===== src/hdl/cache_pkg.sv =====
package cache_pkg;

    // Address split: tag | index | offset
    localparam int TAG_W    = 20;
    localparam int INDEX_W  = 8;
    localparam int OFFSET_W = 4;

    // Upper offset bits pick the 32-bit bank
    localparam int BANK_SEL_W = 2;

    // Line geometry
    localparam int SETS   = 1 << INDEX_W;
    localparam int BANKS  = 1 << BANK_SEL_W;
    localparam int LINE_W = BANKS * 32;

    // Memory side byte address
    localparam int ADDR_W = TAG_W + INDEX_W + OFFSET_W;

    typedef enum logic {
        OP_READ  = 1'b0,
        OP_WRITE = 1'b1
    } cache_op_e;

    // Main controller states
    typedef enum logic [2:0] {
        ST_IDLE    = 3'd0,
        ST_LOOKUP  = 3'd1,
        ST_MISS    = 3'd2,
        ST_REPLACE = 3'd3,
        ST_REFILL  = 3'd4
    } cache_state_e;

endpackage


===== src/hdl/cache_ctrl.sv =====
`timescale 1ns/1ps

module cache_ctrl (
    input  logic                              clk,
    input  logic                              rst,

    // CPU request
    input  logic                              valid,
    input  cache_pkg::cache_op_e              op,
    input  logic [cache_pkg::INDEX_W-1:0]     index,
    input  logic [cache_pkg::TAG_W-1:0]       tag,
    input  logic [cache_pkg::OFFSET_W-1:0]    offset,
    input  logic [3:0]                        wstrb,
    input  logic [31:0]                       wdata,
    output logic                              addr_ok,
    output logic                              data_ok,
    output logic [31:0]                       rdata,

    // Results from the two ways
    input  logic                              hit0,
    input  logic                              hit1,
    input  logic [cache_pkg::LINE_W-1:0]      line0,
    input  logic [cache_pkg::LINE_W-1:0]      line1,
    input  logic [cache_pkg::TAG_W-1:0]       victim_tag0,
    input  logic [cache_pkg::TAG_W-1:0]       victim_tag1,
    input  logic                              victim_dirty0,
    input  logic                              victim_dirty1,

    // Shared way controls
    output logic [cache_pkg::INDEX_W-1:0]     rd_index,
    output logic [cache_pkg::TAG_W-1:0]       lookup_tag,
    output logic [cache_pkg::INDEX_W-1:0]     wr_index,
    output logic [cache_pkg::BANK_SEL_W-1:0]  wr_bank,
    output logic [31:0]                       wr_data,
    output logic                              fill_dirty,
    output logic                              dirty_set,

    // Per-way write enables
    output logic [3:0]                        bank_we0,
    output logic [3:0]                        bank_we1,
    output logic                              tag_we0,
    output logic                              tag_we1,

    // Memory refill and write-back
    output logic                              rd_req,
    output logic [cache_pkg::ADDR_W-1:0]      rd_addr,
    input  logic                              rd_rdy,
    input  logic                              ret_valid,
    input  logic                              ret_last,
    input  logic [31:0]                       ret_data,
    output logic                              wr_req,
    output logic [cache_pkg::ADDR_W-1:0]      wr_addr,
    output logic [cache_pkg::LINE_W-1:0]      wr_line,
    input  logic                              wr_rdy
);

    cache_pkg::cache_state_e state;
    cache_pkg::cache_state_e state_nxt;

    // Captured request
    cache_pkg::cache_op_e                op_reg;
    logic [cache_pkg::TAG_W-1:0]         tag_reg;
    logic [cache_pkg::INDEX_W-1:0]       index_reg;
    logic [cache_pkg::BANK_SEL_W-1:0]    bank_reg;
    logic [3:0]                          wstrb_reg;
    logic [31:0]                         wdata_reg;

    logic [15:0]                         lfsr;
    logic                                way_sel;
    logic [cache_pkg::BANK_SEL_W-1:0]    beat_cnt;

    logic                                hit;
    logic                                is_write;
    logic                                victim_dirty;
    logic [31:0]                         hit_word;
    logic [31:0]                         strb_mask;
    logic [31:0]                         fill_word;

    always_ff @(posedge clk) begin
        if (valid && addr_ok) begin
            op_reg    <= op;
            tag_reg   <= tag;
            index_reg <= index;
            bank_reg  <= offset[cache_pkg::OFFSET_W-1 -: cache_pkg::BANK_SEL_W];
            wstrb_reg <= wstrb;
            wdata_reg <= wdata;
        end
    end

    always_ff @(posedge clk) begin
        if (rst) begin
            state <= cache_pkg::ST_IDLE;
        end
        else begin
            state <= state_nxt;
        end
    end

    assign hit          = hit0 || hit1;
    assign is_write     = (op_reg == cache_pkg::OP_WRITE);
    assign victim_dirty = way_sel ? victim_dirty1 : victim_dirty0;

    always_comb begin
        state_nxt = state;
        unique case (state)
            cache_pkg::ST_IDLE: begin
                if (valid) begin
                    state_nxt = cache_pkg::ST_LOOKUP;
                end
            end
            cache_pkg::ST_LOOKUP: begin
                if (hit) begin
                    state_nxt = cache_pkg::ST_IDLE;
                end
                else begin
                    state_nxt = cache_pkg::ST_MISS;
                end
            end
            cache_pkg::ST_MISS: begin
                // Clean victim passes straight through
                if (!victim_dirty || wr_rdy) begin
                    state_nxt = cache_pkg::ST_REPLACE;
                end
            end
            cache_pkg::ST_REPLACE: begin
                if (rd_rdy) begin
                    state_nxt = cache_pkg::ST_REFILL;
                end
            end
            cache_pkg::ST_REFILL: begin
                if (ret_valid && ret_last) begin
                    state_nxt = cache_pkg::ST_IDLE;
                end
            end
            default: begin
                state_nxt = cache_pkg::ST_IDLE;
            end
        endcase
    end

    // Free-running x^16 + x^14 + x^13 + x^11 + 1
    always_ff @(posedge clk) begin
        if (rst) begin
            lfsr <= 16'hace1;
        end
        else begin
            lfsr <= {lfsr[14:0], lfsr[15] ^ lfsr[13] ^ lfsr[12] ^ lfsr[10]};
        end
    end

    // Victim way fixed for the whole miss
    always_ff @(posedge clk) begin
        if (rst) begin
            way_sel <= 1'b0;
        end
        else if ((state == cache_pkg::ST_LOOKUP) && !hit) begin
            way_sel <= lfsr[0];
        end
    end

    // Refill beat number, stalls across gaps
    always_ff @(posedge clk) begin
        if (rst) begin
            beat_cnt <= '0;
        end
        else if ((state == cache_pkg::ST_REFILL) && ret_valid) begin
            if (ret_last) begin
                beat_cnt <= '0;
            end
            else begin
                beat_cnt <= beat_cnt + 1'b1;
            end
        end
    end

    assign hit_word  = hit1 ? line1[32*bank_reg +: 32] : line0[32*bank_reg +: 32];
    assign strb_mask = {{8{wstrb_reg[3]}}, {8{wstrb_reg[2]}},
                        {8{wstrb_reg[1]}}, {8{wstrb_reg[0]}}};
    // Write miss data lands in its own beat
    assign fill_word = (is_write && (beat_cnt == bank_reg)) ?
                       ((ret_data & ~strb_mask) | (wdata_reg & strb_mask)) : ret_data;

    assign addr_ok = (state == cache_pkg::ST_IDLE);
    assign data_ok = ((state == cache_pkg::ST_LOOKUP) && (hit || is_write)) ||
                     ((state == cache_pkg::ST_REFILL) && !is_write && ret_valid &&
                      (beat_cnt == bank_reg));
    assign rdata   = (state == cache_pkg::ST_LOOKUP) ? hit_word : ret_data;

    assign rd_index   = (state == cache_pkg::ST_IDLE) ? index : index_reg;
    assign lookup_tag = tag_reg;
    assign wr_index   = index_reg;
    assign wr_bank    = (state == cache_pkg::ST_REFILL) ? beat_cnt : bank_reg;
    assign wr_data    = (state == cache_pkg::ST_REFILL) ? fill_word : wdata_reg;
    assign fill_dirty = is_write;
    assign dirty_set  = (state == cache_pkg::ST_LOOKUP) && hit && is_write;

    always_comb begin
        bank_we0 = 4'h0;
        bank_we1 = 4'h0;
        if ((state == cache_pkg::ST_LOOKUP) && is_write) begin
            if (hit0) begin
                bank_we0 = wstrb_reg;
            end
            if (hit1) begin
                bank_we1 = wstrb_reg;
            end
        end
        else if ((state == cache_pkg::ST_REFILL) && ret_valid) begin
            if (way_sel) begin
                bank_we1 = 4'hf;
            end
            else begin
                bank_we0 = 4'hf;
            end
        end
    end

    assign tag_we0 = (state == cache_pkg::ST_REFILL) && ret_valid && ret_last && !way_sel;
    assign tag_we1 = (state == cache_pkg::ST_REFILL) && ret_valid && ret_last && way_sel;

    assign rd_req  = (state == cache_pkg::ST_REPLACE);
    assign rd_addr = {tag_reg, index_reg, {cache_pkg::OFFSET_W{1'b0}}};

    assign wr_req  = (state == cache_pkg::ST_MISS) && victim_dirty;
    assign wr_addr = {(way_sel ? victim_tag1 : victim_tag0), index_reg,
                      {cache_pkg::OFFSET_W{1'b0}}};
    assign wr_line = way_sel ? line1 : line0;

endmodule


===== config.mk =====
export PLATFORM = sky130hd
export DESIGN_NAME = cache_ctrl
export DESIGN_NICKNAME = d
export VERILOG_FILES = /design/src/hdl/cache_pkg.sv /design/src/hdl/cache_ctrl.sv
export SDC_FILE = /design/constraint.sdc
export NUM_CORES = 1
export LEC_CHECK = 0
export ABC_AREA = 1
export ABC_CLOCK_PERIOD_IN_PS = 6400
export BUFFER_PORTS_ARGS = -buffer_cell sky130_fd_sc_hd__buf_4
export CAP_MARGIN = 15
export CORE_AREA = 2 2 281 283
export DETAILED_ROUTE_END_ITERATION = 10
export DIE_AREA = 0 0 283 285
export GPL_TIMING_DRIVEN = 0
export SYNTH_ARGS = -nofsm -noshare
export SYNTH_HDL_FRONTEND = slang
export SYNTH_SLANG_ARGS = --single-unit

===== constraint.sdc =====
create_clock -name clk -period 6.4 [get_ports clk]
set_input_delay 0.96 -clock clk [delete_from_list [all_inputs] [get_ports clk]]
set_output_delay 0.96 -clock clk [all_outputs]
set_load 0.02 [all_outputs]

# == Word level (Yosys, flattened, before mapping) ==
# Index checks and enable logic that the tools add are counted.
# totals
input_bits,408
register_bits,89
# op_classes
add_sub_neg,1
muxes,24
reduce_logical,26
bitwise,7
shifts,2
n_eq_ne,9
# op_table
op,n
$shiftx 128x8->32,2
$mux 128,1
$mux 32,4
$and 32x32->32,2
$mux 4,8
$not 32->32,1
$or 32x32->32,1
$mux 20,1
$logic_and 1x1->1,16
$pmux 3 s5,1
$mux 3,4
$mux 8,1
$eq 3x2->1 const B,2
$mux 2,3
$ne 2x2->1 const B,3
$logic_not 1->1,4
$logic_or 1x1->1,4
$reduce_and 4->1,1
$eq 3x1->1 const B,1
$eq 3x3->1 const B,1
$logic_not 3->1,1
$xor 1x1->1,3
$add 2x1->2 const B,1
$eq 2x2->1,1
other kinds (2),2

# == Longest topological paths before layout ==
# logic_depth
depth_word,5
depth_mapped,10

# == Least setup slack after synthesis ==
# Ideal clock, no wire load.
# synth_timing
path_kind,register to register
startpoint,reg state[2]
endpoint,reg bank_reg[0] (netlist bit) (enable)
setup_time_ns,0.493
t_required_ns,5.907
path_stages_with_launch,6
synth_period_minus_slack_ns,4.359
t_arrival_ns,3.866
setup_slack_ns,2.041
path_cell_list,dfxtp_1 inv_1 nand2_1 nor2_2 inv_2 nor2_1
# synth_via
elab_chain_len,2
# synth_rtl
element,line,source
"start, declared",cache_ctrl.sv:57,cache_pkg::cache_state_e state;
"start signal, assigned",cache_ctrl.sv:92,state <= cache_pkg::ST_IDLE;
"start signal, assigned",cache_ctrl.sv:95,state <= state_nxt;
$logic_not 3->1,cache_ctrl.sv:183,assign addr_ok = (state == cache_pkg::ST_IDLE);
net addr_ok,cache_ctrl.sv:15,"output logic addr_ok,"
$logic_and 1x1->1,cache_ctrl.sv:80,if (valid && addr_ok) begin
"end signal, assigned",cache_ctrl.sv:84,bank_reg <= offset[cache_pkg::OFFSET_W-1 -: cache_pkg::BANK_SEL_W];
"end, declared",cache_ctrl.sv:64,logic [cache_pkg::BANK_SEL_W-1:0] bank_reg;
# The timed path passes the listed nets, and every way through them passes these cells.
# A chain may end at the register's enable or synchronous reset.

# == Worst setup path after layout ==
# layout_timing
startpoint,reg bank_reg[0] (netlist bit)
endpoint,out rdata[2]
# layout_via
elab_chain_len,3
elab_cells_between_ends,4
classes_between,2 x shift; 2 x mux
# layout_rtl
element,line,source
$shiftx 128x8->32,cache_ctrl.sv:176,assign hit_word = hit1 ? line1[32*bank_reg +: 32] : line0[32*bank_reg +: 32];
$mux 32 (*),cache_ctrl.sv:176,
$mux 32 (*),cache_ctrl.sv:187,assign rdata = (state == cache_pkg::ST_LOOKUP) ? hit_word : ret_data;
"end, declared",cache_ctrl.sv:17,"output logic [31:0] rdata,"
# Mark *: on every way between the ends. The rest lies on a longest branch, timed or not.

==> run metrics <==
# setup viols final 0; # DRC 0; total number of vias 12460; total gr overflow 0; Tcrit/Tclk final 62.66%; Synth warnings 0; Buffers & Inverters on Critical Path 3; hold depth 2; reg-to-reg endpoint wdata_reg[20]$_DFFE_PP_; Root Buffer clkbuf_16; Clock transition at path regs 80 ps; global-route wire length before repair 97290 um; Die Span X 283 um; Critical Path RT 5440 ps; Power Density 316.4 nW/um^2; Routed WL a little over 70000 um; Final Hold Fails 0; RSZ-0062 raised after global routing false; Pre-antenna DRT Iters 5; critical path depth 7; initial core utilization a little over a tenth; maxcap violations 0; Slowest-stage cell, CP edfxtp_1; final worst slack 2390 ps; worst skew pair latency 370 ps; CTS Buf Count 9; detail-routed via count per cell 3.982; Gate Count Post-Synth between 1000 and 1500; Post-Syn Area 8304 um^2; clk_skew approximately 11 ps; postcts setup bufs 0; worst hold-check path type register to register; FF-to-FF path depth 7; Die H 285 um; delay-heaviest family, CP buffers and inverters; FF-to-FF setup slack 3800 ps; final layout net count 2476; Hold WS 406.8 ps; Crit. End Element output port; row cnt 103; sequential share of the synthesized area between 20 and 30%; hpwl dp 62750 um; number of global-route vias before repair approximately 12000; Placement Setup Slack 2329 ps; Antenna Nets Post-Route 0; Resize count post-CTS 0; leakage 0.007866 uW; worst endpoint data arrival time between 3000 and 4000 ps; crit-path max FO 10; Final GP Congestion 0.9090; CP max stage delay 570 ps; max reg flops 32; htree depth 3; Synth Area per Inst 6.197 um^2; status complete, no violations; GR Util All Layers between 10% and 20%; clk sinks about 90; cts-stage hold buffer count 0; Die ar. approximately 80000 um^2; fillers 9035; clock tree from TritonCTS yes; share of layout cells above drive strength 1 41.68%; worst vdd ir between 0.2 and 0.3 mV; pin count of the biggest net entering global routing 32; Slew @ Worst Pin 955.7 ps; port buffer count 706; kind of critical path register to output port; io pins 718; CP Cell Sequence buf_2 -> buf_2 -> o211ai_1 -> nand3_1 -> nand3_1 -> nand2_1 -> buf_4; multi-input logic area 4502 um^2; min Tclk post-route 4010 ps; core area 77970 um^2; reg2reg start state[2]$_SDFFE_PP0P_; slew margin rel. 36.29%; Register Area 2452 um^2; initial antenna violation count 11; Slew Viols, Final 0; critical path launch point bank_reg[0]$_DFFE_PP_; Area growth syn-to-layout 84.72%; most common cell after layout, fill and taps aside buf_4; routed wire length per instance between 20 and 25 um; worst setup path end rdata[2]; synth unique cells 31; drt first-iter violations 650; Yosys reg bits a little under 90; CP Launch Type register; most frequent cells in the layout buf_4 (754), nand2_1 (433), o21ai_0 (197); clock buffer depth 2; FMAX 0.2494 GHz
[metal layers]
layer / vias up / share of wire, % / GRT usage [%]
li1: 5818 / - / -
met1: 5807 / 42 / 21.35
met2: 727 / 46 / 29.03
met3: 105 / 7.0 / 3.544
met4: 6 / 4.3 / 7.301
met5: - / 0.047 / 0
[worst min-delay path by stage]
stage                        start             endpoint
2_1_floorplan  lfsr[11]$_SDFF_PP1_  lfsr[12]$_SDFF_PP0_
3_3_place_gp   lfsr[14]$_SDFF_PP0_  lfsr[15]$_SDFF_PP1_
3_5_place_dp   lfsr[14]$_SDFF_PP0_  lfsr[15]$_SDFF_PP1_
4_1_cts         lfsr[2]$_SDFF_PP0_   lfsr[3]$_SDFF_PP0_
5_1_grt         lfsr[8]$_SDFF_PP0_   lfsr[9]$_SDFF_PP0_
6_report        lfsr[8]$_SDFF_PP0_   lfsr[9]$_SDFF_PP0_
[through the flow]
step	cells	instance area (um^2)	utilization, %	TNS, ps	power, uW
after floorplan	1347	8330	-	0	2507
after global placement	3103	14940	19.17	-1249	4335
after detailed placement	3107	15020	19.26	0	4346
after CTS	3123	15320	19.65	0	4923
after global routing	3125	15330	19.66	0	5132
final	3130	15340	19.67	0	4854
[kinds of logic (layout without fill, tap and decap cells)]
kind of cell | after synthesis | after routing | synth area share [%]
other cells | 1 | 15 | 0.04516
compound gates | 337 | 337 | 22.27
flops | 89 | 89 | 29.53
buf+inv | 294 | 1020 | 16.66
simple gates | 615 | 615 | 31.07
xor+xnor | 4 | 4 | 0.4220
[final cells by class]
class | count | area share, %
Clock buffer | 10 | 1.631
Antenna cell | 7 | 0.1142
Clock inverter | 6 | 0.3507
Timing Repair Buffer | 710 | 34.98
Sequential cell | 89 | 15.99
Multi-Input combinational cell | 964 | 29.35
Tap cell | 1050 | 8.564
Inverter | 158 | 3.883
Buffer | 136 | 5.139
[worst register-to-register path, cell delays in order (launching register included)]
cell and delay, ps:
dfxtp_1 370, inv_1 100, nand2_1 110, nor2_2 520
inv_2 280, nor2_4 370, buf_12 260, buf_12 270
[synth_stat cells]
cell type  count  area share (%)
dfxtp_1       22             5.3
or2_2          7            0.53
buf_1          4            0.18
nor3b_1        1           0.090
nor3_1         1           0.060
nor3_4         1            0.20
nor2_2         6            0.45
nor2_4         1            0.14
nand2_1      433              20
xor2_1         1            0.11
nand2_4        3            0.41
buf_6          4            0.54
nand3_1      131             7.9
clkbuf_1      26             1.2
xnor2_1        3            0.32
inv_2          4            0.18
o211ai_1      64             5.8
inv_1        153             6.9
a21oi_1       67             4.0
edfxtp_1      67              24
buf_2         54             3.3
nand4_1        2            0.15
o21ai_0      197              12
buf_4         48             4.3
o21ai_1        8            0.48
conb_1         1           0.045
and3_1         1           0.075
nor2_1        20            0.90
nand2_2        8            0.60
inv_4          1           0.075
o31ai_1        1           0.090
[report_power, final]
part           leakage [uW]  switching [uW]  internal, uW
Sequential         0.000813            79.3           782
Clock              0.000149             263           295
Combinational       0.00690            2240          1190
Total               0.00787            2590          2270
No activity file was read; power rests on OpenSTA's default activity.
